==> src/mem_island_consts.svh <==
// Memory island constants
// Widths, bank counts and address bit positions shared by the whole island
// Eight 32-bit banks, word interleaved, grouped in fours for 128-bit access

`ifndef MEM_ISLAND_CONSTS_SVH
`define MEM_ISLAND_CONSTS_SVH

// Byte address covering 2 KiB
`define MI_ADDR_WIDTH 11

// Port data widths
`define MI_NARROW_WIDTH 32
`define MI_WIDE_WIDTH 128
`define MI_NARROW_STRB_WIDTH 4
`define MI_WIDE_STRB_WIDTH 16

// Banking
`define MI_NUM_BANKS 8
`define MI_SLICES 4
`define MI_NUM_WIDE_BANKS 2
`define MI_WORDS_PER_BANK 64
`define MI_BANK_ADDR_WIDTH 6
`define MI_BANK_SEL_WIDTH 3

// Address bit positions
`define MI_BANK_SEL_LSB 2
`define MI_WIDE_SEL_BIT 4
`define MI_IN_BANK_LSB 5

`endif

==> src/mem_island_pkg.sv <==
// Memory island types
// Vector typedefs and the request, response and bank request structs
// used by the router, splitter, arbiter and banks

`include "mem_island_consts.svh"

package mem_island_pkg;

    // Plain vectors with a meaning
    typedef logic [`MI_ADDR_WIDTH-1:0]        addr_t;
    typedef logic [`MI_NARROW_WIDTH-1:0]      narrow_data_t;
    typedef logic [`MI_NARROW_STRB_WIDTH-1:0] narrow_strb_t;
    typedef logic [`MI_WIDE_WIDTH-1:0]        wide_data_t;
    typedef logic [`MI_WIDE_STRB_WIDTH-1:0]   wide_strb_t;
    typedef logic [`MI_BANK_ADDR_WIDTH-1:0]   bank_addr_t;
    typedef logic [`MI_BANK_SEL_WIDTH-1:0]    bank_sel_t;

    // ------------------------------------------------------------------------
    // Port channels
    // ------------------------------------------------------------------------
    typedef struct packed {
        logic         q_valid;
        logic         write;
        addr_t        addr;
        narrow_data_t wdata;
        narrow_strb_t strb;
    } narrow_req_t;

    typedef struct packed {
        logic       q_valid;
        logic       write;
        addr_t      addr;
        wide_data_t wdata;
        wide_strb_t strb;
    } wide_req_t;

    typedef struct packed {
        logic         q_ready;
        logic         p_valid;
        narrow_data_t rdata;
    } narrow_rsp_t;

    typedef struct packed {
        logic       q_ready;
        logic       p_valid;
        wide_data_t rdata;
    } wide_rsp_t;

    // One access to a single bank
    typedef struct packed {
        logic         en;
        logic         we;
        bank_addr_t   addr;
        narrow_data_t wdata;
        narrow_strb_t strb;
    } bank_req_t;

endpackage : mem_island_pkg

==> src/sram_bank.sv <==
// SRAM bank
// Single-port 32-bit word memory with byte strobes.
// Read data is registered and shows the word before a same-cycle write.

`timescale 1ns/1ps
`include "mem_island_consts.svh"

module sram_bank import mem_island_pkg::*; (
    input  logic         clk_i,
    input  bank_req_t    req_i,
    output narrow_data_t rdata_o
);

    localparam int unsigned num_bytes = `MI_NARROW_WIDTH / 8;

    // Storage array
    narrow_data_t mem_q [`MI_WORDS_PER_BANK];

    always_ff @(posedge clk_i) begin
        if (req_i.en) begin
            // Byte-masked write
            if (req_i.we) begin
                for (int i = 0; i < num_bytes; i++) begin
                    if (req_i.strb[i]) begin
                        mem_q[req_i.addr][i*8 +: 8] <= req_i.wdata[i*8 +: 8];
                    end
                end
            end
            // Old contents on every access
            rdata_o <= mem_q[req_i.addr];
        end
    end

endmodule : sram_bank

==> config.mk <==
export PLATFORM = sky130hd
export DESIGN_NAME = sram_bank
export DESIGN_NICKNAME = d
export VERILOG_FILES = /design/src/mem_island_pkg.sv /design/src/sram_bank.sv
export VERILOG_INCLUDE_DIRS = /design/src /design/src/src
export SDC_FILE = /design/constraint.sdc
export NUM_CORES = 2
export LEC_CHECK = 0
export BUFFER_PORTS_ARGS = -buffer_cell sky130_fd_sc_hd__buf_2
export CAP_MARGIN = 5
export CORE_MARGIN = 2
export CORE_UTILIZATION = 43
export CTS_BUF_LIST = sky130_fd_sc_hd__clkbuf_8 sky130_fd_sc_hd__clkbuf_16
export CTS_CLUSTER_SIZE = 30
export DETAILED_ROUTE_END_ITERATION = 10
export GPL_TIMING_DRIVEN = 0
export SYNTH_ARGS = -nofsm -noshare
export SYNTH_HDL_FRONTEND = slang
export SYNTH_SLANG_ARGS = --single-unit
==> constraint.sdc <==
create_clock -name clk_i -period 3.4 [get_ports clk_i]
set_clock_uncertainty 0.2 [all_clocks]
set_input_delay 0.17 -clock clk_i [delete_from_list [all_inputs] [get_ports clk_i]]
set_output_delay 0.17 -clock clk_i [all_outputs]
set_load 0.05 [all_outputs]
# Word level (Yosys, flattened, before mapping)
# Memories as Yosys holds them, arrays and structs flattened. A register that Yosys moved wholly into a read port is not among the register bits.
# Index checks and enable logic that the tools add are counted.
[totals]
regBits = 0
ramBits = 2048
elab_cells = 17
inputBits = 45
mem_count = 1
output_inout_bits = 32
[op_classes]
muxes = 16
[mem_list]
columns = ["memory", "words", "word_bits", "rd", "rd_ports_with_merged_regs", "wr", "line", "source"]
rows = [
  ["mem_q", 64, 32, 1, 1, 1, "sram_bank.sv:17", "narrow_data_t mem_q [`MI_WORDS_PER_BANK];"],
]
[op_table]
columns = ["cell", "count"]
rows = [
  ["two-way mux 1 bit", 16],
]

# Logic depth before layout (Yosys ltp)
[depth]
depth_word = 4
ltp_mapped = 11
ltp_nobuf = 5

# Worst setup path before layout
# Ideal clock, no wire load.
[synth_timing]
kind = "in2reg"
startpoint = "input req_i[38] (netlist bit)"
endpoint = "memory mem_q[37][0] (netlist bit), enable pin"
stages = 9
t_arrival_ps = 2012
required_time_ps = 2830
path_buffers = 6
setup_slack_ps = 818
setup_ps = 370
path_cell_list = "buf_2 -> buf_2 -> buf_2 -> buf_2 -> and3b_1 -> clkbuf_1 -> buf_2 -> nand2_1 -> nor2_1"
[synth_lines]
columns = ["element", "line", "source"]
rows = [
  ["start: declaration", "sram_bank.sv:10", "input bank_req_t req_i,"],
  ["end: declaration", "sram_bank.sv:17", ""],
]
# Straight into the memory's write port.

==> results.toml <==
[placed_design]
gp_congestion = 1.059
hpwl_um = 221900
numPortBuffers = 74
placed_cell_area_um2 = 83740
dp.cells = 7042
post-place-ws_ns = -2.565

[pwr]
total_power_uw = 55200
p_leak_uw = 0.02869
powerDensity_nw_per_um2 = 597.9
peakVddDrop_uv = 453.7

[cts]
post_cts_buffers = 0
clkLatencyLatePin_ns = 0.91
cts_sinks = 2080
cts-root-buf = "clkbuf_16"
cts-buffers-inserted = 209
cts_tree = "built"
ctsLongestPathBuffers = 3
htree_levels = 4
clkTransAtPathRegs_ns = 0.06

[timing]
tightest_slew_ns = 1.524
finalSetupViolations = 371
period_needed_ns = 3.664
rsz0062_at_grt = "true"
slew_violations = 22
clock.fmax_mhz = 272.9
fin_ws_ns = -0.2644
period_share = 1.078
slew-limit-headroom = -0.01621
finalHoldViolations = 0

[layout]
syn2layout_area_growth_pct = 15.91
final_area_um2 = 92320
nNetsFinal = 4872
final_layout_size_suffix_gt1_frac = 0.2034
n_fill_cell = 15230
instances_no_fill = 7488
final_core_util = 0.5032

[setup_path]
endpoint_kind = "flip-flop"
r2r_start = "mem_q[18][18]"
required_ns = 3.72
worst-endpoint-arrival_ns = 3.99
startpoint = "req_i[36]"
worstSetupPathType = "input pin to flip-flop"
r2r_end = "rdata_o[18]"
startpoint_type = "input pin"
reg2reg_depth = 4
worst-path-max-fanout = 11
r2r_setup_slack_ns = 0.17

[grt]
grt_use_total = 0.3298
grt_pass1_wl_um = 410800
gr-total-overflow = 0
antenna_found_initial = 48
grt_max_degree = 65
grt_pass1_vias = 46200

[drt]
vias = 49930
dr_wl_met3_um = 40020
vias_per_cell = 6.669
wl_met2_um = 137900
ant_nets = 0
totalWireLength_um = 314000
wl_met1_um = 113700
drc = 0
highest_layer = "met5"
drtIter0Drc = 9480
drt_first_pass_iters = 7
wl_per_cell_um = 41.93

[status]
violations = "capacitance limit, slew limit, setup timing"
outcome = "finished with violations"

[logic_synthesis]
synthMuxAreaShare = 0.06204
synth_nets = 4523
synth_compound_area_frac = 0.09809
yosysWarningCount = 0
syn-mean-instance-area_um2 = 17.79
synth_fa_ha_area_frac = 0
netlist_instances = 4478
synth-simple-area-share = 0.03723
ys_types = 54
syn-cell-area_um2 = 79650
seq_area_frac_synth = 0.7842
synth_edf_count = 2080
synth_xor_xnor_area_share = 0
synth-main-ff-cell = "edfxtp_1"
yosys_register_bits = 2080
synth_top_family_by_area = "compound AO/OA/AOI/OAI gates"
synthArstFlopShare = 0

[floorplan]
floorplan.initialDensity = 0.4341
num_rows = 157
ios = 77
die_h_um = 434.4
die_area_um2 = 188700
coreArea_um2 = 183500
die_w_um = 434.4

[run]
maxCapViolCount = 3

[min_path]
hold_end = "mem_q[44][16]"
hold_start = "req_i[20]"
hp-class = "input pin to flip-flop"
min_delay_path_depth = 2
## area by class of cell
cell class	count	area, um2	share of cell area
Tap cell	2464	3083	0.03339
Buffer	347	1782	0.01930
Timing Repair Buffer	140	1389	0.01504
Multi-Input combinational cell	2044	16810	0.1820
Antenna cell	25	62.56	0.0006776
Inverter	5	18.77	0.0002033
Sequential cell	2080	62460	0.6765
Clock buffer	211	5280	0.05719
Clock inverter	172	1441	0.01561
## stage by stage
stage               hold slack (ns)  setup TNS (ns)
floorplan                   0.06887               0
detailed placement           0.4605        -2693.11
CTS                        0.003217         -0.9576
global route                0.08194        -0.08578
global placement             0.5078        -3774.24
finish                       0.1163          -24.90
## worst max path at each step
stage / end / slack, ns / cells after the start
finish: rdata_o[1] / -0.26 / 9
CTS: rdata_o[8] / -0.23 / 9
detailed placement: rdata_o[23] / -2.57 / 9
global route: rdata_o[14] / -0.08 / 9
floorplan: mem_q[37][0] / 0.82 / 9
global placement: mem_q[2][30] / -2.61 / 7
## layer usage
metal	GRT usage	vias to the layer above
li1	-	19340
met1	0.4318	25900
met2	0.4903	3888
met3	0.09707	791
met4	0.1925	16
met5	0	-
## critical path: stages
cell and delay (ns):
buf_2 0.18, buf_2 0.41, buf_4 0.43, clkbuf_2 0.48, clkbuf_2 0.48, clkdlybuf4s15_2 0.67, o21ai_0 0.44, a21oi_1 0.35
o2111ai_4 0.33
## state kept, by name, indices dropped and copies added, names as in the netlist
register,flops
rdata_o,32
mem_q,2048
## Yosys cell counts, types with 5 or more instances
library cell  number  area [um2]
edfxtp_1        2080       62460
nor2_1           297        1115
a221oi_1         280        2452
a22oi_1          250        1877
nand2_1          206       773.2
clkbuf_1         205       769.5
mux2i_1          146        1461
o22ai_1          130       813.3
mux2_2           116        1306
mux4_2            89        2004
buf_2             72       360.4
buf_1             62       232.7
a21oi_1           49       245.2
a31oi_1           44       275.3
a221o_1           42       420.4
nor3_1            41       205.2
nand3_1           32       160.2
nand4_1           32       200.2
a211oi_1          29       217.7
a311oi_1          29       254.0
o21ai_0           22       110.1
a211o_1           15       131.4
a222oi_1          15       150.1
mux2_1            15       168.9
o22a_1            15       131.4
nand4b_1          14       122.6
o211a_1           14       140.1
or4_1             14       105.1
a31o_2            13       113.9
a32oi_1           13       113.9
a41oi_1           13       113.9
o2bb2ai_1         13       113.9
nor2b_1            8       50.05
and3b_1            7       61.31
o221ai_1           6       52.55
buf_4              5       37.54
nor3b_1            5       37.54
## what timing repair did
action                                   CTS  global route
endpoints found under the setup margin  2008           682
gates resized for setup                  323           123
gates cloned                               0             0
hold buffers                              32             4
endpoints found under the hold margin   1650           193
pin swaps                                  4             5
## cell usage in the layout, fill, tap and decap left out, drive strengths merged, types with 65 or more instances in the layout
cell type,netlist,routed
inv,5,65
clkbuf,206,424
mux4,89,89
clkinv,0,90
edfxtp,2080,2080
nand2,206,206
mux2i,146,146
buf,143,217
a22oi,250,250
mux2,131,131
a221oi,280,280
nor2,297,297
o22ai,130,130
## power breakdown
| part | switching, uW | internal (uW) | total (uW) |
|---|---|---|---|
| Sequential | 22.9 | 28300 | 28300 |
| Combinational | 3140 | 923 | 4060 |
| Clock | 10200 | 12600 | 22800 |
## logic make-up after synthesis
| group | count (synthesis) |
|---|---|
| and+or+nand+nor | 676 |
| DFF | 2080 |
| muxes | 366 |
| buffers and inverters | 354 |
| AOI/OAI and AO/OA | 1002 |
No activity file was read; power rests on OpenSTA's default activity.
