[config.mk]
export PLATFORM = sky130hd
export DESIGN_NAME = bank_arbiter
export DESIGN_NICKNAME = d
export VERILOG_FILES = /design/src/mem_island_pkg.sv /design/src/bank_arbiter.sv
export VERILOG_INCLUDE_DIRS = /design/src /design/src/src
export SDC_FILE = /design/constraint.sdc
export NUM_CORES = 1
export LEC_CHECK = 0
export BUFFER_PORTS_ARGS = -buffer_cell sky130_fd_sc_hd__buf_4
export CORE_AREA = 2 2 416 418
export DETAILED_ROUTE_END_ITERATION = 16
export DIE_AREA = 0 0 418 420
export PLACE_DENSITY = 0.31
export SETUP_SLACK_MARGIN = 0.15
export SLEW_MARGIN = 30
export SYNTH_ARGS = -nofsm -noshare
export SYNTH_HDL_FRONTEND = slang
export SYNTH_SLANG_ARGS = --single-unit
[constraint.sdc]
create_clock -name vclk -period 2.3
set_input_delay 0.46 -clock vclk [all_inputs]
set_output_delay 0.46 -clock vclk [all_outputs]
set_load 0.05 [all_outputs]
[src/mem_island_consts.svh]
// Memory island constants
// Widths, bank counts and address bit positions shared by the whole island
// Eight 32-bit banks, word interleaved, grouped in fours for 128-bit access

`ifndef MEM_ISLAND_CONSTS_SVH
`define MEM_ISLAND_CONSTS_SVH

// Byte address covering 2 KiB
`define MI_ADDR_WIDTH 11

// Port data widths
`define MI_NARROW_WIDTH 32
`define MI_WIDE_WIDTH 128
`define MI_NARROW_STRB_WIDTH 4
`define MI_WIDE_STRB_WIDTH 16

// Banking
`define MI_NUM_BANKS 8
`define MI_SLICES 4
`define MI_NUM_WIDE_BANKS 2
`define MI_WORDS_PER_BANK 64
`define MI_BANK_ADDR_WIDTH 6
`define MI_BANK_SEL_WIDTH 3

// Address bit positions
`define MI_BANK_SEL_LSB 2
`define MI_WIDE_SEL_BIT 4
`define MI_IN_BANK_LSB 5

`endif

[src/mem_island_pkg.sv]
// Memory island types
// Vector typedefs and the request, response and bank request structs
// used by the router, splitter, arbiter and banks

`include "mem_island_consts.svh"

package mem_island_pkg;

    // Plain vectors with a meaning
    typedef logic [`MI_ADDR_WIDTH-1:0]        addr_t;
    typedef logic [`MI_NARROW_WIDTH-1:0]      narrow_data_t;
    typedef logic [`MI_NARROW_STRB_WIDTH-1:0] narrow_strb_t;
    typedef logic [`MI_WIDE_WIDTH-1:0]        wide_data_t;
    typedef logic [`MI_WIDE_STRB_WIDTH-1:0]   wide_strb_t;
    typedef logic [`MI_BANK_ADDR_WIDTH-1:0]   bank_addr_t;
    typedef logic [`MI_BANK_SEL_WIDTH-1:0]    bank_sel_t;

    // ------------------------------------------------------------------------
    // Port channels
    // ------------------------------------------------------------------------
    typedef struct packed {
        logic         q_valid;
        logic         write;
        addr_t        addr;
        narrow_data_t wdata;
        narrow_strb_t strb;
    } narrow_req_t;

    typedef struct packed {
        logic       q_valid;
        logic       write;
        addr_t      addr;
        wide_data_t wdata;
        wide_strb_t strb;
    } wide_req_t;

    typedef struct packed {
        logic         q_ready;
        logic         p_valid;
        narrow_data_t rdata;
    } narrow_rsp_t;

    typedef struct packed {
        logic       q_ready;
        logic       p_valid;
        wide_data_t rdata;
    } wide_rsp_t;

    // One access to a single bank
    typedef struct packed {
        logic         en;
        logic         we;
        bank_addr_t   addr;
        narrow_data_t wdata;
        narrow_strb_t strb;
    } bank_req_t;

endpackage : mem_island_pkg

[src/bank_arbiter.sv]
// Bank arbiter
// Per-bank selection between the narrow and wide requests, narrow first.
// The wide request is granted only when its whole group is free.

`timescale 1ns/1ps
`include "mem_island_consts.svh"

module bank_arbiter import mem_island_pkg::*; (
    input  bank_req_t [`MI_NUM_BANKS-1:0] narrow_req_i,
    input  bank_req_t [`MI_NUM_BANKS-1:0] wide_req_i,
    output bank_req_t [`MI_NUM_BANKS-1:0] bank_req_o,
    output logic                          wide_gnt_o
);

    logic [`MI_NUM_BANKS-1:0] wide_en;
    logic [`MI_NUM_BANKS-1:0] conflict;

    // ------------------------------------------------------------------------
    // Conflict detection
    // ------------------------------------------------------------------------
    always_comb begin
        for (int b = 0; b < `MI_NUM_BANKS; b++) begin
            wide_en[b]  = wide_req_i[b].en;
            // Both sides want the same bank
            conflict[b] = narrow_req_i[b].en && wide_req_i[b].en;
        end
    end

    // Any clash anywhere stalls the whole wide access
    assign wide_gnt_o = (|wide_en) && !(|conflict);

    // ------------------------------------------------------------------------
    // Bank request mux
    // ------------------------------------------------------------------------
    always_comb begin
        for (int b = 0; b < `MI_NUM_BANKS; b++) begin
            if (narrow_req_i[b].en) begin
                bank_req_o[b] = narrow_req_i[b];
            end else if (wide_gnt_o) begin
                // Granted slice
                bank_req_o[b] = wide_req_i[b];
            end else begin
                // Idle bank, no partial wide write
                bank_req_o[b] = '0;
            end
        end
    end

endmodule : bank_arbiter

# == Yosys cells after proc, flatten, opt, wreduce, memory -nomap -nowiden ==
# Index checks and enable logic that the tools add are counted.
# classes
mux,16
n_reduce_logical,12
# op_table
cell,count
44-bit 2-to-1 mux,16
8-bit OR reduction,2
1-bit logical AND,9
1-bit zero test,1
# word_totals
ff_bits,0
in_bits,704
output_inout_bits,353
wordCells,28

# == Longest topological paths before layout ==
# logic_depth
depth_word,6
ltp_mapped,7
ltp_nobuf,3

# == Worst setup path after synthesis ==
# Ideal clock, no wire load.
# synth_path
kind,input-to-output
startpoint,input port narrow_req_i[131] (netlist name)
endpoint,output port bank_req_o[132] (netlist name)
arrival_time_ns,2.958
required_time_ns,1.840
setup_slack_ns,-1.118
cell_stages,6
path_buffers,3
path_cell_list,clkbuf_1 a22oi_1 nand4_1 clkbuf_1 buf_2 o41ai_1
# synth_lines
item,line_no,source
"start, declared",bank_arbiter.sv:9,"input bank_req_t [`MI_NUM_BANKS-1:0] narrow_req_i,"
"end, declared",bank_arbiter.sv:11,"output bank_req_t [`MI_NUM_BANKS-1:0] bank_req_o,"

==> flow_summary_export.csv <==
group,metric,value,unit
worst_hold_path,min_path_type,"primary input to output pin",
power_and_ir_drop,power,5.85,mW
routing,drt_iter0_drc,645,
synth,synth_simple_gate_area_share,18.2,%
power_and_ir_drop,power.leakage,13.4,nW
global_route,grt_first_pass_wirelength,147000,µm
finish,nFlopsAndLatches,0,
global_route,grt_pass1_vias,14479,
clock_tree,cts_hold_repair.buffers,0,
timing,period_needed,2.95,ns
floorplanning,floorplan.die.height,420,µm
finish,register_area,0,µm²
timing,rsz_0062_raised_after_global_routing,"yes",
routing,drt-wirelength-per-cell,25.9,µm
placement,dp.final_hpwl,104000,µm
routing,drt.antenna.violating_nets,0,
finish,layout_cell_share_with_drive_strength_beyond_1,68.4,%
global_route,antenna_violations_before_repair,63,
synth,yosys.area_share.adder,0,%
routing,detailroute.wirelength.met3,10200,µm
synth,syn_area_per_cell,6.05,µm²
job,drv_cap,0,
synth,synth_compound_area_share,52.8,%
timing,final-hold-violation-count,0,
timing,max_slew.worst_pin.slew,0.934,ns
finish,final_cell_mix,"sky130_fd_sc_hd__buf_4 (965), sky130_fd_sc_hd__inv_1 (344), sky130_fd_sc_hd__nand2_1 (344), sky130_fd_sc_hd__buf_6 (214), sky130_fd_sc_hd__o41ai_4 (200)",
synth,multiplexer_share_of_the_synthesized_area,0,%
finish,layout.cells.most_common,"sky130_fd_sc_hd__buf_4",
synth,synthDistinctLibCells,14,
setup_path,critical_path_class,"primary input to output pin",
routing,wl,119000,µm
timing,final_max_slew_viol_count,0,
global_route,grt.overflow.total,0,
status,failed_checks,"negative setup slack",
timing,timing.final.crit_share,128,%
timing,setup_viol,352,
routing,detail_route.drc_violations,0,
placement,port_buffers,1057,
synth,main_combinational_cell_family_by_area_after_synthesis,"compound AO/OA/AOI/OAI gates",
global_route,grtUsageTotal,12.6,%
synth,synth_largest_type_area_fraction,29.3,%
global_route,grt_start_max_net_pins,88,
power_and_ir_drop,pwr_density_cell,228,nW/µm²
floorplanning,coreArea,171000,µm²
floorplanning,chipWidth,418,µm
synth,xor_xnor_cell_area_share_of_the_yosys_netlist,0,%
finish,finish.net_count,3082,
synth,synth.net_count,1911,
synth,post_synth_instance_area,7300,µm²
floorplanning,boundaryPins,1057,
setup_path,worst_setup_path_endpoint,"bank_req_o[10]",
status,status,"finished, violations left",
setup_path,required,1.84,ns
placement,dpl-instance-area,20900,µm²
synth,synthesis.instances,1207,
routing,detailroute.via_count,14273,
timing,final_critical_path_setup_slack,-0.653,ns
finish,areaGrowthSynthToFinish,251,%
floorplanning,start_util,4.27,%
setup_path,cp-startpoint,"wide_req_i[43]",
setup_path,worst-path-max-fanout,17,
synth,yosys_warnings,0,
power_and_ir_drop,worst_ir_drop_vdd,0.0000764,V
routing,top_metal_layer_carrying_routed_signals,"met5",
floorplanning,rows,152,
synth,netlist_top_cells_area,"sky130_fd_sc_hd__o41ai_1 (29%), sky130_fd_sc_hd__o41ai_2 (22%), sky130_fd_sc_hd__inv_1 (18%), sky130_fd_sc_hd__nand2_1 (18%), sky130_fd_sc_hd__clkbuf_1 (4.2%)",
setup_path,startpoint_type,"primary input",
routing,m1WireLength,44500,µm
timing,clock.fmax,339,MHz
floorplanning,area_of_the_die,176000,µm²
routing,avgViaCountPerCell,3.09,
timing,slew_headroom,37.7,%
routing,wl_met2,62800,µm
setup_path,worst-endpoint-arrival,2.49,ns
placement,routabilityCongestion,0.851,
synth,seq_area_frac_synth,0,%
setup_path,worst_setup_path_end_kind,"output pin",
synth,yosysTopAreaCell,"sky130_fd_sc_hd__o41ai_1",
routing,detailedRoute.firstPassIterationCount,4,
finish,n_clock_buffer,0,
finish,post-route-cell-area,25600,µm²
## synthesized netlist by cell type
cell / instances
sky130_fd_sc_hd__inv_1: 344
sky130_fd_sc_hd__nand2_1: 344
sky130_fd_sc_hd__o41ai_1: 244
sky130_fd_sc_hd__o41ai_2: 100
sky130_fd_sc_hd__clkbuf_1: 82
sky130_fd_sc_hd__buf_2: 52
sky130_fd_sc_hd__buf_6: 22
sky130_fd_sc_hd__a21o_1: 8
sky130_fd_sc_hd__a22oi_1: 4
sky130_fd_sc_hd__nor2_1: 2
sky130_fd_sc_hd__or4_1: 2
sky130_fd_sc_hd__and4_1: 1
sky130_fd_sc_hd__buf_4: 1
sky130_fd_sc_hd__nand4_1: 1
## where the power goes
part,internal (mW),switching (mW),leakage [nW]
clock,0.000000224,0,0.0000254
combinational,2.34,3.50,13.4
sequential,0,0,0
## timing repair
action                     CTS  global route
setup endpoints to repair  353           353
buffers inserted            26            23
gates cloned                14            12
gates resized for setup    331           292
hold endpoints to repair     0             0
pin swaps                   19            42
## cell families (layout without fill, tap and decap cells)
family,count (synthesis),count (layout)
buffers and inverters,501,1670
AND/OR/NAND/NOR,350,350
other,0,4
AO/OA/AOI/OAI,356,356
## metrics by stage
| step | worst slack [ns] | TNS (ns) | hold slack, ns | cells | util [%] |
|---|---|---|---|---|---|
| after floorplan | -1.06 | -243.54 | 1.13 | 1207 | - |
| after global placement | -1.08 | -251.38 | 1.27 | 4535 | 12.2 |
| after detailed placement | -1.10 | -251.68 | 1.28 | 4535 | 12.2 |
| after CTS | -0.663 | -190.10 | 1.27 | 4574 | 13.6 |
| after global routing | -0.657 | -194.09 | 1.28 | 4611 | 15.0 |
| final | -0.653 | -171.50 | 1.27 | 4613 | 15.0 |
## how the worst min path moves through the flow
stage | startpoint | endpoint | slack (ns) | cells past startpoint
finish | narrow_req_i[142] | bank_req_o[142] | 1.27 | 4
global route | narrow_req_i[50] | bank_req_o[50] | 1.28 | 4
CTS | narrow_req_i[7] | bank_req_o[7] | 1.27 | 4
detailed placement | narrow_req_i[7] | bank_req_o[7] | 1.28 | 4
global placement | narrow_req_i[202] | bank_req_o[202] | 1.27 | 4
floorplan | narrow_req_i[100] | bank_req_o[100] | 1.13 | 2
## metal layers
layer | vias up | GRT usage, %
li1 | 6615 | -
met2 | 530 | 23.3
met4 | 80 | 1.30
met3 | 136 | 4.70
met1 | 6912 | 14.0
met5 | - | 0
## worst max-delay path, cell delays in order
cell and delay [ns]:
sky130_fd_sc_hd__buf_8 0.10, sky130_fd_sc_hd__buf_4 0.12, sky130_fd_sc_hd__a22oi_2 0.22, sky130_fd_sc_hd__buf_12 0.13
sky130_fd_sc_hd__nand4_1 0.10, sky130_fd_sc_hd__buf_6 0.15, sky130_fd_sc_hd__buf_12 0.16, sky130_fd_sc_hd__o41ai_2 0.59
sky130_fd_sc_hd__buf_4 0.22, sky130_fd_sc_hd__buf_4 0.19
## layout make-up
class              count  area (µm²)
multi-input cells    706        8910
diodes                 4        10.0
repair buffers      1326       12600
fillers            19510      145000
well taps           2233        2790
inverters            344        1290
(Power assumes the default switching activity.)
