<file path="src/mem_island_consts.svh">
// Memory island constants
// Widths, bank counts and address bit positions shared by the whole island
// Eight 32-bit banks, word interleaved, grouped in fours for 128-bit access

`ifndef MEM_ISLAND_CONSTS_SVH
`define MEM_ISLAND_CONSTS_SVH

// Byte address covering 2 KiB
`define MI_ADDR_WIDTH 11

// Port data widths
`define MI_NARROW_WIDTH 32
`define MI_WIDE_WIDTH 128
`define MI_NARROW_STRB_WIDTH 4
`define MI_WIDE_STRB_WIDTH 16

// Banking
`define MI_NUM_BANKS 8
`define MI_SLICES 4
`define MI_NUM_WIDE_BANKS 2
`define MI_WORDS_PER_BANK 64
`define MI_BANK_ADDR_WIDTH 6
`define MI_BANK_SEL_WIDTH 3

// Address bit positions
`define MI_BANK_SEL_LSB 2
`define MI_WIDE_SEL_BIT 4
`define MI_IN_BANK_LSB 5

`endif

</file>
<file path="src/mem_island_pkg.sv">
// Memory island types
// Vector typedefs and the request, response and bank request structs
// used by the router, splitter, arbiter and banks

`include "mem_island_consts.svh"

package mem_island_pkg;

    // Plain vectors with a meaning
    typedef logic [`MI_ADDR_WIDTH-1:0]        addr_t;
    typedef logic [`MI_NARROW_WIDTH-1:0]      narrow_data_t;
    typedef logic [`MI_NARROW_STRB_WIDTH-1:0] narrow_strb_t;
    typedef logic [`MI_WIDE_WIDTH-1:0]        wide_data_t;
    typedef logic [`MI_WIDE_STRB_WIDTH-1:0]   wide_strb_t;
    typedef logic [`MI_BANK_ADDR_WIDTH-1:0]   bank_addr_t;
    typedef logic [`MI_BANK_SEL_WIDTH-1:0]    bank_sel_t;

    // ------------------------------------------------------------------------
    // Port channels
    // ------------------------------------------------------------------------
    typedef struct packed {
        logic         q_valid;
        logic         write;
        addr_t        addr;
        narrow_data_t wdata;
        narrow_strb_t strb;
    } narrow_req_t;

    typedef struct packed {
        logic       q_valid;
        logic       write;
        addr_t      addr;
        wide_data_t wdata;
        wide_strb_t strb;
    } wide_req_t;

    typedef struct packed {
        logic         q_ready;
        logic         p_valid;
        narrow_data_t rdata;
    } narrow_rsp_t;

    typedef struct packed {
        logic       q_ready;
        logic       p_valid;
        wide_data_t rdata;
    } wide_rsp_t;

    // One access to a single bank
    typedef struct packed {
        logic         en;
        logic         we;
        bank_addr_t   addr;
        narrow_data_t wdata;
        narrow_strb_t strb;
    } bank_req_t;

endpackage : mem_island_pkg

</file>
<file path="src/wide_splitter.sv">
// Wide splitter
// Splits a 128-bit request into four 32-bit slices placed on one bank group
// and rebuilds the wide read word from that group one cycle later.

`timescale 1ns/1ps
`include "mem_island_consts.svh"

module wide_splitter import mem_island_pkg::*; (
    input  logic                               clk_i,
    input  logic                               arst_n_i,
    input  wide_req_t                          req_i,
    output wide_rsp_t                          rsp_o,
    input  logic                               gnt_i,
    output bank_req_t    [`MI_NUM_BANKS-1:0]   bank_req_o,
    input  narrow_data_t [`MI_NUM_BANKS-1:0]   bank_rdata_i
);

    localparam int unsigned group_width = $clog2(`MI_NUM_WIDE_BANKS);

    logic [group_width-1:0] group;
    bank_addr_t             word_addr;
    logic                   accept;

    // Registered accept pulse and group
    logic                   valid_q;
    logic [group_width-1:0] group_q;

    assign group     = req_i.addr[`MI_WIDE_SEL_BIT +: group_width];
    assign word_addr = req_i.addr[`MI_IN_BANK_LSB +: `MI_BANK_ADDR_WIDTH];

    // Grant is all or nothing
    assign accept = req_i.q_valid && gnt_i;

    // ------------------------------------------------------------------------
    // Request slicing
    // ------------------------------------------------------------------------
    // Bank b is slice b mod 4 of group b div 4
    always_comb begin
        for (int b = 0; b < `MI_NUM_BANKS; b++) begin
            bank_req_o[b].en    = req_i.q_valid && ((b / `MI_SLICES) == int'(group));
            bank_req_o[b].we    = req_i.write;
            bank_req_o[b].addr  = word_addr;
            bank_req_o[b].wdata =
                req_i.wdata[(b % `MI_SLICES) * `MI_NARROW_WIDTH +: `MI_NARROW_WIDTH];
            bank_req_o[b].strb  =
                req_i.strb[(b % `MI_SLICES) * `MI_NARROW_STRB_WIDTH +: `MI_NARROW_STRB_WIDTH];
        end
    end

    always_ff @(posedge clk_i or negedge arst_n_i) begin
        if (!arst_n_i) begin
            valid_q <= 1'b0;
            group_q <= '0;
        end else begin
            valid_q <= accept;
            if (accept) begin
                group_q <= group;
            end
        end
    end

    // ------------------------------------------------------------------------
    // Response assembly
    // ------------------------------------------------------------------------
    // Lowest bank of the group lands in the lowest slice
    always_comb begin
        for (int s = 0; s < `MI_SLICES; s++) begin
            rsp_o.rdata[s * `MI_NARROW_WIDTH +: `MI_NARROW_WIDTH] =
                bank_rdata_i[bank_sel_t'(int'(group_q) * `MI_SLICES + s)];
        end
    end

    assign rsp_o.q_ready = gnt_i;
    assign rsp_o.p_valid = valid_q;

endmodule : wide_splitter

</file>
<file path="config.mk">
export PLATFORM = sky130hd
export DESIGN_NAME = wide_splitter
export DESIGN_NICKNAME = d
export VERILOG_FILES = /design/src/mem_island_pkg.sv /design/src/wide_splitter.sv
export VERILOG_INCLUDE_DIRS = /design/src /design/src/src
export SDC_FILE = /design/constraint.sdc
export NUM_CORES = 1
export LEC_CHECK = 0
export BUFFER_PORTS_ARGS = -buffer_cell sky130_fd_sc_hd__buf_4
export CAP_MARGIN = 20
export CORE_AREA = 2 2 352 354
export DETAILED_ROUTE_END_ITERATION = 16
export DIE_AREA = 0 0 354 356
export PLACE_DENSITY_LB_ADDON = 0.2
export SYNTH_ARGS = -nofsm -noshare
export SYNTH_HDL_FRONTEND = slang
export SYNTH_SLANG_ARGS = --single-unit
</file>
<file path="constraint.sdc">
create_clock -name clk_i -period 1.6 [get_ports clk_i]
set_clock_uncertainty 0.05 [all_clocks]
set_input_delay 0.16 -clock clk_i [delete_from_list [all_inputs] [get_ports clk_i]]
set_output_delay 0.16 -clock clk_i [all_outputs]
set_load 0.02 [all_outputs]
</file>
# Word level (Yosys, flattened, before mapping)
# Index checks and enable logic that the tools add are counted.
[op_classes]
n_addsub = 3
n_mul = 0
magnitude_cmp = 4
shifts = 0
reduce_logical = 3
n_eq_ne = 0
n_bitwise = 1
muxes = 8
div_mod_pow = 0
[ops]
columns = ["cell", "count"]
rows = [
  ["binary-select mux 32 bit (select 3 bit)", 3],
  ["2-to-1 mux 32 bit", 5],
  ["< comparator 3 x 4 -> 1 bit, second input constant", 4],
  ["adder 3 x 2 -> 3 bit, second input constant", 2],
  ["adder 3 x 1 -> 3 bit, second input constant", 1],
  ["logical AND 1 bit", 3],
  ["NOT 1 bit", 1],
]
[word_totals]
ramBits = 0
output_inout_bits = 482
ff_bits = 2
mem_bits_ro = 0
wordCells = 21
latch_bits = 0
memories = 0
input_bits = 416

# Logic depth before layout (Yosys ltp)
# Gate-level depths: netlist of the first run.
[depth]
word_depth = 3
mapped_depth = 3
ltp_nobuf = 2

# Worst setup path before layout of the first run
# OpenSTA, ideal clock, no wires.
[synth_path]
path_type = "register to output"
startpoint = "reg group_q"
endpoint = "out rsp_o[0] in the netlist's numbering"
n_path_buf = 2
path_slack_ns = 0.328
arrival_time_ns = 1.062
t_required_ns = 1.390
path_stages_with_launch = 4
path_cell_list = "dfrtp_1 -> buf_6 -> buf_6 -> mux2_2"
[synth_lines]
columns = ["element", "line", "text"]
rows = [
  ["start, declared", "wide_splitter.sv:26", "logic [group_width-1:0] group_q;"],
  ["start signal, assigned", "wide_splitter.sv:57", "group_q <= group;"],
  ["end, declared", "wide_splitter.sv:12", "output wide_rsp_t rsp_o,"],
]

==> results of run 1 <==
[registers in the layout, indices dropped and copies added (netlist names)]
signal   cells
group_q      1
valid_q      1
[worst max-delay path, stage by stage, from the launching register on]
cell     delay, ps
dfrtp_4        430
buf_12         180
buf_12         180
mux2_2         390
buf_4          190
[cells in the mapped netlist]
library cell	count	share of area (%)
mux2_2	129	34
nor2b_1	1	0.15
buf_2	1	0.12
buf_4	352	61
buf_6	13	3.4
dfrtp_1	2	1.2
and2_1	2	0.29
[power breakdown]
group / leakage (nW) / switching (mW) / total [mW] / internal [mW]
registers: 0.0237 / 0.00730 / 0.0659 / 0.0586
logic: 2.97 / 1.73 / 3.73 / 2.01
clock network: 0.0382 / 0.0575 / 0.385 / 0.328
[kinds of logic (layout without fill, tap and decap cells)]
group | after synthesis | after routing | share of synthesized area [%]
mux | 129 | 129 | 33.7
flops | 2 | 2 | 1.16
buf+inv | 366 | 429 | 64.7
other cells | 0 | 1 | 0
simple gates | 3 | 3 | 0.435
[worst paths after layout]
path,startpoint,endpoint,slack (ps),depth (start not counted)
setup / recovery,group_q,rsp_o[15],-230,4
setup reg to reg,group_q,group_q,210,3
min in group asynchronous,arst_n_i,group_q,240,2
hold reg to reg,group_q,group_q,1040,3
max in group asynchronous,arst_n_i,group_q,1150,2
hold / removal,req_i[148],group_q,180,2
[per-stage QoR]
stage	worst slack, ps	std cells	setup TNS [ps]
finish	-233	2201	-18060
global route	-260	2201	-23270
CTS	-239	2200	-22420
detailed placement	-30.5	2182	-141
global placement	-15.8	2182	-50.9
floorplan	328	500	0
[metal layers]
layer / GRT usage, % / up-vias / wire [um]
li1: - / 1397 / -
met1: 5.44 / 1521 / 12500
met2: 8.95 / 491 / 16900
met3: 2.59 / 96 / 4040
met4: 1.53 / 0 / 1180
met5: 0 / - / 0
[final cells by class]
| type | instances | area [um^2] |
|---|---|---|
| fill | 14500 | 115000 |
| antenna | 1 | 2.50 |
| timing repair buffer | 425 | 3930 |
| tap | 1637 | 2050 |
| sequential | 2 | 53.8 |
| multi-input combinational | 132 | 1600 |
| clock buffer | 4 | 78.8 |
[timing repair]
action	in CTS	in global routing
buffers inserted	10	0
setup endpoints to repair	128	128
hold endpoints to repair	2	0
gates resized for setup	148	21
cloned	5	1
hold buffers	1	0
pin swaps	0	0
==> flow_summary.toml, run 1 <==
[global_routing]
grt_max_degree = 16
grt_usage_pct = 5.15
grt_overflow = 0
grt_pass1_wl_um = 41900
grt_pass1_vias = 3831
grt_antenna_before_repair = 1

[drt]
wl_per_cell_um = 15.8
firstDrtPassIters = 4
drt-initial-drc-count = 79
vias_per_cell = 1.59
wl_um = 34700
antenna_left = 0
via_count = 3505
drc_errors = 0

[sta]
finalMaxSlewViolations = 0
post-route-period-util_pct = 115
tightest_slew_ps = 351
hold_viol_final = 0
whs_ps = 176
finalSetupViolations = 128
max_slew_margin_pct = 76.6
fin_crit_ps = 1830
fmax_mhz = 546
rsz0062_at_grt = "yes"
finalWorstSetupSlack_ps = -233

[setup_path]
critPathLaunchType = "flip-flop"
critPathMaxFanout = 15
required_ps = 1390
end_kind = "output pin"
worstSetupPathType = "reg -> out"
worstPathArrival_ps = 1620

[cts]
numCtsBuffers = 3
cts_max_level = 1
clk_path_buf_depth = 2
clk_pin_slew_worst_paths_ps = 30
cts_tree = "done"
clock-sinks = 2
worstSkewPairLatency_ps = 220
root_buffer = "clkbuf_16"

[pwr]
p_total_mw = 4.18
cellPowerDensity_mw_per_mm2 = 542
leakage_nw = 3.03
vdd_ir_drop_max_uv = 261

[placed_design]
gp_congestion = 0.854
postPlaceCellArea_mm2 = 0.00673
dpl.hpwl_um = 31100
portBuffers = 398

[die]
initial_utilization_pct = 3.52
coreArea_mm2 = 0.123
dieWidth_um = 354
die_h_um = 356
top_level_ports = 898
fp-row-count = 129
die_area_mm2 = 0.126

[final_layout]
syn2layout_area_growth_pct = 78.8
drive_above_1_share_pct = 98.9
utilization_pct = 6.29
design_area_mm2 = 0.00772
mostFrequentLayoutCells = "buf_4 (284), buf_6 (118), mux2_2 (95), mux2_4 (34), buf_12 (10)"
layout.nets = 980
final_common_cell = "buf_4"

[worst_hold_path]
holdCritPathClass = "in -> reg"

[yosys]
synthDistinctLibCells = 7
netlist_area_mm2 = 0.00432
synthCells = 500
ys_ff_latch = 2
yosysSeqAreaShare_pct = 1.16
ys_warn_count = 0
syn-num-nets = 916
synth_area_per_cell_um2 = 8.63

[outcome]
violations = "negative setup slack"
status = "complete, but fails checks"

[flow_run]
max_cap_viol_count = 0
Power figures use the tool's default switching activity.
==> inputs of run 2 (changes only) <==
--- a/config.mk
+++ b/config.mk
@@ -11,7 +11,8 @@
 export CORE_AREA = 2 2 352 354
 export DETAILED_ROUTE_END_ITERATION = 16
 export DIE_AREA = 0 0 354 356
-export PLACE_DENSITY_LB_ADDON = 0.2
+export PLACE_DENSITY = 0.3
+export SKIP_CTS_REPAIR_TIMING = 1
 export SYNTH_ARGS = -nofsm -noshare
 export SYNTH_HDL_FRONTEND = slang
 export SYNTH_SLANG_ARGS = --single-unit
==> run 2 against run 1 <==
Against the previous run: the flow still finishes with violations (negative setup slack); first-iteration DRC count grew 42%; non-clock buffer count shrank 14; clock power grew 1%; final cell count shrank 0.68%.
==> flow_summary.toml, run 2 (same netlist as run 1, synthesis figures left out) <==
[setup_path]
cp_slowest_cell = "dfrtp_4"
required_ps = 1390
worstSetupPathType = "reg -> out"
slowest_delay_ps = 450
worstPathCellList = "buf_16 -> mux2_2 -> buf_4"
worstPathArrival_ps = 1580
cp.depth = 3
worstReg2RegEnd = "group_q"
critPathMaxFanout = 60
critPathLaunchType = "flip-flop"
ff2ff_path_depth = 2
end_kind = "output pin"
path_delay_family = "flip-flops"
crit_buf_inv = 2
reg2reg_slack_ps = 430
crit-reg2reg-launch = "group_q"

[global_routing]
grt_antenna_before_repair = 1
grt_pass1_wl_um = 41800
grt_overflow = 0
grt_pass1_vias = 3625
grt_usage_pct = 5.10
grt_max_degree = 61

[pwr]
vdd_ir_drop_max_uv = 603
leakage_nw = 2.63
p_total_mw = 3.66
cellPowerDensity_mw_per_mm2 = 527

[drt]
vias_per_cell = 1.55
antenna_left = 0
wl_per_cell_um = 16.1
firstDrtPassIters = 4
via_count = 3391
drc_errors = 0
drt-initial-drc-count = 112
wl_um = 35200

[die]
initial_utilization_pct = 3.52
die_h_um = 356
dieWidth_um = 354
coreArea_mm2 = 0.123
die_area_mm2 = 0.126
top_level_ports = 898
fp-row-count = 129

[placed_design]
gp_congestion = 0.860
postPlaceCellArea_mm2 = 0.00669
portBuffers = 398

[worst_hold_path]
worstHoldStart = "req_i[148]"
min_to = "group_q"
holdPathStages = 2
holdCritPathClass = "in -> reg"

[final_layout]
final_common_cell = "buf_4"
syn2layout_area_growth_pct = 61.0
multi_input_area_mm2 = 0.00148
utilization_pct = 5.66
reg_top3 = "group_q: 1 flops, valid_q: 1 flops"
layout.nets = 966
regArea_um2 = 53.8
design_area_mm2 = 0.00695
diodes = 0
mostFrequentLayoutCells = "buf_4 (370), mux2_2 (127), buf_6 (34), clkbuf_16 (3), buf_12 (3)"
drive_above_1_share_pct = 98.9
num-fill-cells = 14600

[sta]
max_slew_margin_pct = 77.7
finalWorstSetupSlack_ps = -188
finalSetupViolations = 127
setup_tns_ps = -17660
post-route-period-util_pct = 112
finalMaxSlewViolations = 0
fmax_mhz = 559
hold_viol_final = 0
tightest_slew_ps = 334
fin_crit_ps = 1790
rsz0062_at_grt = "yes"

[cts]
numCtsBuffers = 3
clock-sinks = 2
clk_pin_slew_worst_paths_ps = 30
cts_max_level = 1
worstSkewPairLatency_ps = 220
cts_tree = "done"
root_buffer = "clkbuf_16"
clk_path_buf_depth = 2

[outcome]
status = "complete, but fails checks"
violations = "negative setup slack"

[flow_run]
max_cap_viol_count = 0
## run 2: cell types whose count changed in the layout (fill, tap and decap cells not counted), sizes merged
cell,change
buf,-11
clkbuf,-1
bufbuf,-2
diode,-1
## run 2: worst max-delay path by stage
stage                           end  startpoint
after global routing       rsp_o[3]     group_q
final                      rsp_o[3]     group_q
after CTS                 rsp_o[87]     group_q
after detailed placement  rsp_o[87]     group_q
after floorplan            rsp_o[0]     group_q
after global placement    rsp_o[87]     group_q
## run 2: stage by stage
stage               std cells  setup slack [ps]  hold WS, ps
finish                   2186              -188          152
global route             2186              -235          152
CTS                      2183              -221         -337
detailed placement       2179              21.4         -102
global placement         2179              42.9         -103
floorplan                 500               328         -186
## run 2: per-layer routing
metal	routed length [um]	vias to the layer above	part of all wire, %	track usage, %
li1	-	1368	-	-
met1	13900	1479	39	6.07
met2	15900	478	45	8.28
met3	4580	64	13	2.52
met4	790	2	2.2	0.949
met5	12	-	0.034	0
## run 2: worst register-to-register path, cell delays in order (launching register included)
cell and delay [ps]:
dfrtp_4 510, buf_4 220, mux2_2 280
## run 2: final cells by class
| class | count | share of cell area [%] |
|---|---|---|
| Multi-Input combinational cell | 132 | 21.3 |
| Clock buffer | 4 | 1.13 |
| Sequential cell | 2 | 0.774 |
| Timing Repair Buffer | 411 | 47.3 |
| Tap cell | 1637 | 29.5 |
## run 2: where the power goes
part           total, mW  leakage, nW  internal [mW]  switching, mW
sequential        0.0678       0.0237         0.0586        0.00921
clock              0.390       0.0382          0.328         0.0615
combinational       3.20         2.57           1.54           1.66
