### src/mem_island_consts.svh
// Memory island constants
// Widths, bank counts and address bit positions shared by the whole island
// Eight 32-bit banks, word interleaved, grouped in fours for 128-bit access

`ifndef MEM_ISLAND_CONSTS_SVH
`define MEM_ISLAND_CONSTS_SVH

// Byte address covering 2 KiB
`define MI_ADDR_WIDTH 11

// Port data widths
`define MI_NARROW_WIDTH 32
`define MI_WIDE_WIDTH 128
`define MI_NARROW_STRB_WIDTH 4
`define MI_WIDE_STRB_WIDTH 16

// Banking
`define MI_NUM_BANKS 8
`define MI_SLICES 4
`define MI_NUM_WIDE_BANKS 2
`define MI_WORDS_PER_BANK 64
`define MI_BANK_ADDR_WIDTH 6
`define MI_BANK_SEL_WIDTH 3

// Address bit positions
`define MI_BANK_SEL_LSB 2
`define MI_WIDE_SEL_BIT 4
`define MI_IN_BANK_LSB 5

`endif

### src/mem_island_pkg.sv
// Memory island types
// Vector typedefs and the request, response and bank request structs
// used by the router, splitter, arbiter and banks

`include "mem_island_consts.svh"

package mem_island_pkg;

    // Plain vectors with a meaning
    typedef logic [`MI_ADDR_WIDTH-1:0]        addr_t;
    typedef logic [`MI_NARROW_WIDTH-1:0]      narrow_data_t;
    typedef logic [`MI_NARROW_STRB_WIDTH-1:0] narrow_strb_t;
    typedef logic [`MI_WIDE_WIDTH-1:0]        wide_data_t;
    typedef logic [`MI_WIDE_STRB_WIDTH-1:0]   wide_strb_t;
    typedef logic [`MI_BANK_ADDR_WIDTH-1:0]   bank_addr_t;
    typedef logic [`MI_BANK_SEL_WIDTH-1:0]    bank_sel_t;

    // ------------------------------------------------------------------------
    // Port channels
    // ------------------------------------------------------------------------
    typedef struct packed {
        logic         q_valid;
        logic         write;
        addr_t        addr;
        narrow_data_t wdata;
        narrow_strb_t strb;
    } narrow_req_t;

    typedef struct packed {
        logic       q_valid;
        logic       write;
        addr_t      addr;
        wide_data_t wdata;
        wide_strb_t strb;
    } wide_req_t;

    typedef struct packed {
        logic         q_ready;
        logic         p_valid;
        narrow_data_t rdata;
    } narrow_rsp_t;

    typedef struct packed {
        logic       q_ready;
        logic       p_valid;
        wide_data_t rdata;
    } wide_rsp_t;

    // One access to a single bank
    typedef struct packed {
        logic         en;
        logic         we;
        bank_addr_t   addr;
        narrow_data_t wdata;
        narrow_strb_t strb;
    } bank_req_t;

endpackage : mem_island_pkg

### src/narrow_router.sv
// Narrow router
// Decodes the narrow byte address to one bank and forms its request.
// Read data of the accessed bank is returned one cycle after acceptance.

`timescale 1ns/1ps
`include "mem_island_consts.svh"

module narrow_router import mem_island_pkg::*; (
    input  logic                               clk_i,
    input  logic                               arst_n_i,
    input  narrow_req_t                        req_i,
    output narrow_rsp_t                        rsp_o,
    output bank_req_t    [`MI_NUM_BANKS-1:0]   bank_req_o,
    input  narrow_data_t [`MI_NUM_BANKS-1:0]   bank_rdata_i
);

    bank_sel_t  bank_sel;
    bank_addr_t word_addr;
    logic       accept;

    // Registered accept pulse and bank index
    logic       valid_q;
    bank_sel_t  bank_sel_q;

    // Bank from bits 4..2, word from bits 10..5
    assign bank_sel  = req_i.addr[`MI_BANK_SEL_LSB +: `MI_BANK_SEL_WIDTH];
    assign word_addr = req_i.addr[`MI_IN_BANK_LSB +: `MI_BANK_ADDR_WIDTH];

    // Narrow side is never stalled
    assign accept = req_i.q_valid && rsp_o.q_ready;

    // One-hot enable across the banks
    always_comb begin
        for (int b = 0; b < `MI_NUM_BANKS; b++) begin
            bank_req_o[b].en    = req_i.q_valid && (bank_sel == bank_sel_t'(b));
            bank_req_o[b].we    = req_i.write;
            bank_req_o[b].addr  = word_addr;
            bank_req_o[b].wdata = req_i.wdata;
            bank_req_o[b].strb  = req_i.strb;
        end
    end

    always_ff @(posedge clk_i or negedge arst_n_i) begin
        if (!arst_n_i) begin
            valid_q    <= 1'b0;
            bank_sel_q <= '0;
        end else begin
            valid_q <= accept;
            // Hold index between accesses
            if (accept) begin
                bank_sel_q <= bank_sel;
            end
        end
    end

    assign rsp_o.q_ready = req_i.q_valid;
    assign rsp_o.p_valid = valid_q;
    // Bank output is registered, so pick it with last cycle's index
    assign rsp_o.rdata   = bank_rdata_i[bank_sel_q];

endmodule : narrow_router

### config.mk
export PLATFORM = sky130hd
export DESIGN_NAME = narrow_router
export DESIGN_NICKNAME = d
export VERILOG_FILES = /design/src/mem_island_pkg.sv /design/src/narrow_router.sv
export VERILOG_INCLUDE_DIRS = /design/src /design/src/src
export SDC_FILE = /design/constraint.sdc
export NUM_CORES = 1
export LEC_CHECK = 0
export BUFFER_PORTS_ARGS = -buffer_cell sky130_fd_sc_hd__buf_2
export CAP_MARGIN = 40
export CORE_AREA = 2 2 269 271
export DETAILED_ROUTE_END_ITERATION = 6
export DIE_AREA = 0 0 271 273
export PLACE_DENSITY = 0.36
export SLEW_MARGIN = 20
export SYNTH_ARGS = -nofsm -noshare
export SYNTH_HDL_FRONTEND = slang
export SYNTH_SLANG_ARGS = --single-unit
### constraint.sdc
create_clock -name clk_i -period 2.5 [get_ports clk_i]
set_clock_uncertainty 0.2 [all_clocks]
set_input_delay 0.125 -clock clk_i [delete_from_list [all_inputs] [get_ports clk_i]]
set_output_delay 0.125 -clock clk_i [all_outputs]
set_load 0.1 [all_outputs]
== After elaboration in Yosys (flattened, before gate mapping) ==
Index checks and enable logic that the tools add are counted.

* Magnitude comparators: 1
* Reduce and logical (&&, ||, !) cells: 9
* Muxes and demuxes: 2
* Equality and inequality tests: 7

{| class="wikitable"
|+ Operators with widths
! operator !! count
|-
| $bmux W32 S3 || 1
|-
| $mux W32 || 1
|-
| $eq A3 B3 Y1 const B || 4
|-
| $logic_and A1 B1 Y1 || 8
|-
| $eq A3 B2 Y1 const B || 2
|-
| $lt A3 B4 Y1 const B || 1
|-
| $eq A3 B1 Y1 const B || 1
|-
| $logic_not A3 Y1 || 1
|}

* Output and inout port bits: 386
* Register bits: 4
* Word-level logic and storage cells: 21
* Input port bits: 307

== Logic depth before layout (Yosys ltp) ==
Gate-level depths: netlist (run 1).

* Depth in word-level cells: 2
* Mapped depth: 4
* Gate-level depth less buffers: 2

== Least setup slack after synthesis (run 1) ==
Ideal clock, no wire load.

* Path type: in2out
* Start point: in req_i[38] in the netlist's numbering
* End point: out bank_req_o[43] in the netlist's numbering
* Stages on the path: 2
* Setup slack: -0.157 ns
* Required time: 2.175 ns
* Data arrival time: 2.332 ns
* Buffers on the path: 0
* Cells stage by stage: nand2b_1 nor3_1

{| class="wikitable"
|+ RTL lines
! item !! line !! RTL
|-
| from (decl) || narrow_router.sv:11 || <nowiki>input narrow_req_t req_i,</nowiki>
|-
| to (decl) || narrow_router.sv:13 || <nowiki>output bank_req_t [`MI_NUM_BANKS-1:0] bank_req_o,</nowiki>
|}

==> results of run 1 <==
cell families after synthesis:
logic type,count (synthesis)
buffers and inverters,365
muxes,98
and+or+nand+nor,13
DFF,4
AOI/OAI and AO/OA,1
sequential cells by signal, summed over array words and instances (netlist names):
name        cells
bank_sel_q      3
valid_q         1
per-layer routing:
layer	share of wire (%)	global-route usage, %	wire length [um]
met5	0.27	0	48
met4	8.8	3.795	1556
met3	13	2.399	2381
met2	48	7.376	8480
met1	30	3.724	5296
synthesized netlist by cell type:
cell	number	area, um2
nor3_1	2	10.01
nand2_1	2	7.510
mux4_2	64	1441
clkbuf_1	9	33.78
nor2_1	6	22.52
nand2b_1	3	18.77
buf_4	346	2597
buf_1	1	3.750
mux2_2	34	382.9
inv_1	1	3.750
o21ai_0	1	5.000
buf_2	2	10.01
dfrtp_1	4	100.1
buf_6	6	67.56
worst reg2reg max path, delay by kind of cell (launching register included):
family   cells  cell delay (ns)
flops        1             0.62
buf+inv      1             0.27
mux          1             0.27
where the power goes:
part           internal (W)  switching [W]
clock              0.000211      0.0000454
sequential        0.0000730      0.0000274
combinational      0.000640        0.00116
total              0.000924        0.00123
stage by stage:
stage                     area (um2)  hold slack (ns)
after floorplan                 4715          -0.3706
after global placement          4891          -0.2661
after detailed placement        4891          -0.2632
after CTS                       5025          0.03406
after global routing            5115          0.04764
final                           5115          0.03492
path summary, 6_finish.rpt:
| check | end | slack (ns) | cells past startpoint |
|---|---|---|---|
| worst max-delay path | rsp_o[10] | 0.09 | 4 |
| worst min-delay path | bank_sel_q[2] | 0.03 | 2 |
| worst max register to register | bank_sel_q[2] | 1.02 | 2 |
| worst min register to register | bank_sel_q[0] | 0.67 | 3 |
| max in group asynchronous | bank_sel_q[0] | 1.84 | 2 |
| min in group asynchronous | bank_sel_q[2] | 0.12 | 2 |
what timing repair did:
item / in CTS / in global routing
cloned: 0 / 1
gates resized for setup: 3 / 30
hold buffers: 2 / 0
setup endpoints to repair: 11 / 21
buffers inserted: 1 / 1
hold endpoints to repair: 5 / 0
placed cells by master, fill, tap and decap left out:
cell           count
buf_12             6
buf_16             1
buf_2            285
buf_4             28
clkbuf_1           1
clkbuf_16          4
dfrtp_1            1
dfrtp_2            1
dfrtp_4            2
diode_2            3
dlygate4sd3_1      2
inv_1              1
mux2_2            34
mux4_2            64
nand2_1            2
nand2b_1           3
nor2_1             6
nor3_2             2
o21ai_0            1
layout make-up:
type                       instances  share of cell area [%]
sequential                         4                   2.128
inverter                           1                 0.07339
timing repair buffer             323                   35.76
tap                              950                   23.24
antenna                            3                  0.1468
clock buffer                       4                   1.541
multi-input combinational        112                   37.11
==> flow_summary_export.csv, run 1 <==
group,metric,value,unit
status,status,"complete, no violations",
sta,fin_crit,2.414,ns
synth,yosysUniqueCellTypes,14,
pwr,p_leak,1.999,nW
final_layout,post-route-util,7.205,%
grt,grt_overflow_total,0,
drt,drt_iter0_markers,74,
clock_network,htree_num_levels,1,
critical_path,arrival,2.09,ns
hold_path,worstHoldStart,"req_i[40]",
grt,first_global_vias,3291,
pwr,power,0.002157,W
sta,tightest_slew,0.5788,ns
sta,rsz0062_at_grt,"no",
floorplanning,die_w,271,um
placement,pre_cts_ws,0.1743,ns
placement,io_buffers,303,
synth,syn-cell-area,4705,um2
floorplanning,ios,693,
sta,post-route-period-util,96.57,%
final_layout,syn_to_final_growth,8.723,%
synth,seq_area_frac_synth,2.128,%
synth,syn-num-nets,788,
pwr,ir_drop,0.2454,mV
synth,muxShareOfSynthArea,38.78,%
critical_path,slowest_stage,"mux4_2",
grt,antenna_found_initial,10,
synth,synth_xor_xnor_area_share,0,%
synth,yosys_warnings,0,
synth,syn_inst,481,
grt,grt_use_total,4.357,%
floorplanning,core_area,71000,um2
synth,synth.avg_cell_area,9.781,um2
sta,slew-limit-headroom,61.68,%
final_layout,fin_nets,752,
floorplanning,num_rows,98,
final_layout,drive_above_1_share,96.17,%
sta,max_freq,414.2,MHz
sta,setup_tns,0,ns
clock_network,cts_root_buf,"clkbuf_16",
final_layout,fillCellCount,8311,
final_layout,final-seq-area,108.9,um2
critical_path,critPathTopFamily,"multiplexers",
final_layout,layoutNonFillerInstCount,1397,
critical_path,critPathLaunchType,"register",
critical_path,crit_chain,"buf_12 > mux4_2 > mux2_2 > buf_2",
sta,setup_viol,0,
final_layout,multi_input_area,1898,um2
placement,placedCellCount,1385,
clock_network,clock_latency,0.22,ns
synth,synth-seq-cells,4,
grt,grt_max_degree,30,
sta,fin_ws,0.08571,ns
clock_network,cts.reportedPaths.clkPinSlew,0.03,ns
floorplanning,start_util,6.626,%
critical_path,crit_type,"reg2out",
drt,route.detailed.wl_per_inst,12.72,um
critical_path,cp-end-kind,"output pin",
critical_path,reg2reg_from,"bank_sel_q[2]",
sta,final_hold_viol_count,0,
synth,synth_simple_gate_area_share,1.250,%
drt,ant_nets,0,
hold_path,hold_class,"in2reg",
clock_network,clockBufferDepth,2,
drt,wl,17760,um
placement,gp_congestion,0.8751,
drt,via_count,3003,
synth,synth_compound_area_share,0.1064,%
grt,grt_pass1_wl,22970,um
drt,drc,0,
job,max-cap-violations,0,
critical_path,cp.required,2.17,ns
sta,maxSlewViolCount,0,
clock_network,cts.sinks,4,
synth,synth-adder-area-share,0,%
critical_path,cp.buffers_inverters,2,
floorplanning,die-area,73980,um2
critical_path,path_max_fanout,15,
floorplanning,die_y,273,um
clock_network,cts_buffers,3,
drt,dr.pass1.iters,4,
drt,detail_route.vias_per_cell,2.150,
clock_network,cts_tree,"built",
placement,hpwl,15350,um
pwr,pwr_density_cell,421.8,nW/um2
critical_path,critPathMaxStageDelay,0.58,ns
synth,synth_top_family_by_area,"buffers and inverters",
critical_path,crit_start,"bank_sel_q[0]",
Power figures use the tool's default switching activity.
==> run 2, diff against run 1 <==
--- a/config.mk
+++ b/config.mk
@@ -6,13 +6,14 @@
 export SDC_FILE = /design/constraint.sdc
 export NUM_CORES = 1
 export LEC_CHECK = 0
-export BUFFER_PORTS_ARGS = -buffer_cell sky130_fd_sc_hd__buf_2
 export CAP_MARGIN = 40
 export CORE_AREA = 2 2 269 271
 export DETAILED_ROUTE_END_ITERATION = 6
 export DIE_AREA = 0 0 271 273
-export PLACE_DENSITY = 0.36
+export DONT_BUFFER_PORTS = 1
+export PLACE_DENSITY = 0.3
 export SLEW_MARGIN = 20
 export SYNTH_ARGS = -nofsm -noshare
 export SYNTH_HDL_FRONTEND = slang
 export SYNTH_SLANG_ARGS = --single-unit
+export TNS_END_PERCENT = 1
==> run 2 against run 1 <==
Count of clock-buffer cells in the layout is the same. Non-clock buffer count down 282. Critical path depth unchanged. Cell count decreased by 20%. Clock power is 2% higher. Critical path type unchanged. Critical endpoint is now rsp_o[19]. Utilization shrank 1.5 points. Total power fell by 1.8%. Largest power group unchanged. Routed wire length fell by 11%.
==> flow_summary_export.csv, run 2 (synthesized netlist as in run 1, its figures left out) <==
group,metric,value,unit
critical_path,cp-end-kind,"output pin",
final_layout,fin_nets,470,
final_layout,mostFrequentLayoutCells,"mux4_2, mux2_2, buf_12",
pwr,sw_frac_of_total,55.61,%
drt,wl_met1,3912,um
clock_network,cts.sinks,4,
critical_path,worst_r2r_path_depth,2,
pwr,ir_drop,0.1925,mV
grt,grt_overflow_total,0,
clock_network,cts_tree,"built",
critical_path,cp.buffers_inverters,2,
clock_network,cts.reportedPaths.clkPinSlew,0.03,ns
pwr,pwr_density_cell,527.3,nW/um2
floorplanning,start_util,6.626,%
critical_path,reg2reg_from,"bank_sel_q[2]",
critical_path,cp.required,2.17,ns
final_layout,multi_input_area,1927,um2
final_layout,drive_above_1_share,91.98,%
critical_path,arrival,2.05,ns
clock_network,cts_setup_buffers,0,
floorplanning,die_w,271,um
sta,setup_viol,0,
placement,hpwl,13280,um
drt,wl,15820,um
status,status,"complete, no violations",
drt,dr_wl_met2,8044,um
grt,antenna_found_initial,18,
sta,slew-limit-headroom,62.64,%
floorplanning,die-area,73980,um2
grt,first_global_vias,2265,
critical_path,critPathLaunchType,"register",
grt,grt_use_total,3.770,%
grt,grt_max_degree,66,
critical_path,crit_start,"bank_sel_q[0]",
placement,placedCellCount,1103,
sta,fin_crit,2.371,ns
floorplanning,core_area,71000,um2
clock_network,clockBufferDepth,2,
sta,setup_tns,0,ns
critical_path,critPathTopFamily,"multiplexers",
critical_path,slowest_stage,"mux4_2",
pwr,power_frac_clock,12.3,%
sta,post-route-period-util,94.82,%
pwr,pwr-share-comb,83.9,%
drt,dr.max_layer_used,"met5",
drt,via_count,1989,
floorplanning,num_rows,98,
final_layout,layoutNonFillerInstCount,1121,
critical_path,path_depth,4,
sta,rsz0062_at_grt,"no",
final_layout,largest_reg_flops,3,
drt,dr.pass1.iters,5,
final_layout,syn_to_final_growth,-14.57,%
clock_network,clock_latency,0.22,ns
floorplanning,die_y,273,um
drt,met3WireLength,2658,um
drt,detail_route.vias_per_cell,1.774,
drt,drt_iter0_markers,114,
sta,max_freq,421.8,MHz
clock_network,htree_num_levels,1,
drt,ant_nets,0,
clock_network,cts_buffers,3,
drt,route.detailed.wl_per_inst,14.12,um
job,max-cap-violations,0,
final_layout,top_register,"bank_sel_q",
floorplanning,ios,693,
final_layout,fillCellCount,8266,
sta,tightest_slew,0.5629,ns
pwr,power_report.internal_total,0.0009406,W
placement,io_buffers,0,
critical_path,path_max_fanout,26,
critical_path,crit_type,"reg2out",
final_layout,reg_top3,"bank_sel_q (3), valid_q (1)",
pwr,power.switching,0.001179,W
pwr,pwr-share-seq,3.8,%
critical_path,critPathMaxStageDelay,0.61,ns
clock_network,cts_root_buf,"clkbuf_16",
pwr,p_leak,0.9881,nW
final_layout,layout_commonest_cell,"mux4_2",
sta,maxSlewViolCount,0,
hold_path,hold_class,"in2async",
sta,final_hold_viol_count,0,
final_layout,final-seq-area,108.9,um2
grt,grt_pass1_wl,19380,um
critical_path,crit_chain,"buf_16 > mux4_2 > mux2_4 > buf_12",
placement,gp_congestion,0.6964,
drt,drc,0,
==> run 2: cell types whose count changed in the layout (fill, tap and decap cells not counted), sizes merged <==
cell and delta:
dlygate4sd3 +2, clkbuf +1, buf -285, diode +6
==> run 2: final cells by class <==
class,instances,share of cell area (%)
antenna,9,0.5604
clock buffer,4,1.961
inverter,1,0.09340
multi-input combinational,112,47.95
sequential,4,2.709
tap,950,29.58
timing repair buffer,41,17.15
==> run 2: repair_timing <==
action / in CTS / in global routing
setup endpoints to repair: 2 / 6
cloned: 0 / 1
pin swaps: 0 / 0
hold buffers: 4 / 0
endpoints found under the hold margin: 8 / 0
gates resized for setup: 3 / 1
==> run 2: stage by stage <==
| stage | setup slack [ns] | hold slack (ns) | total power, W | area (um2) | utilization (%) |
|---|---|---|---|---|---|
| 5_1_grt | 0.03109 | 0.03058 | 0.002188 | 4014 | 5.654 |
| 6_report | 0.1294 | 0.0006507 | 0.002119 | 4019 | 5.661 |
| 2_1_floorplan | -0.07845 | -0.3706 | 0.003979 | 4710 | - |
| 4_1_cts | 0.01106 | 0.01486 | 0.002126 | 3968 | 5.588 |
| 3_5_place_dp | 0.2000 | -0.3695 | 0.001846 | 3834 | 5.400 |
| 3_3_place_gp | 0.2142 | -0.3696 | 0.001849 | 3834 | 5.400 |
==> run 2: power groups by stage <==
stage / Sequential (W) / Combinational, W / Clock, W
CTS: 0.0000783 / 0.00178 / 0.000265
finish: 0.0000799 / 0.00178 / 0.000260
floorplan: 0.0000731 / 0.00391 / 0
global placement: 0.0000784 / 0.00177 / 0
global route: 0.0000810 / 0.00183 / 0.000276
detailed placement: 0.0000784 / 0.00177 / 0
==> run 2: final timing paths <==
path / endpoint / slack [ns]
max in group asynchronous: bank_sel_q[2] / 1.88
worst max-delay path: rsp_o[19] / 0.13
worst min-delay path: valid_q / 0.0007
worst min register to register: bank_sel_q[1] / 0.67
min in group clk_i: bank_sel_q[0] / 0
worst max register to register: bank_sel_q[2] / 1.19
==> run 2: routing by layer <==
layer,vias to the layer above,GRT usage [%]
met4,2,2.588
met3,89,2.416
met1,856,2.553
met5,-,0
li1,680,-
met2,362,7.289
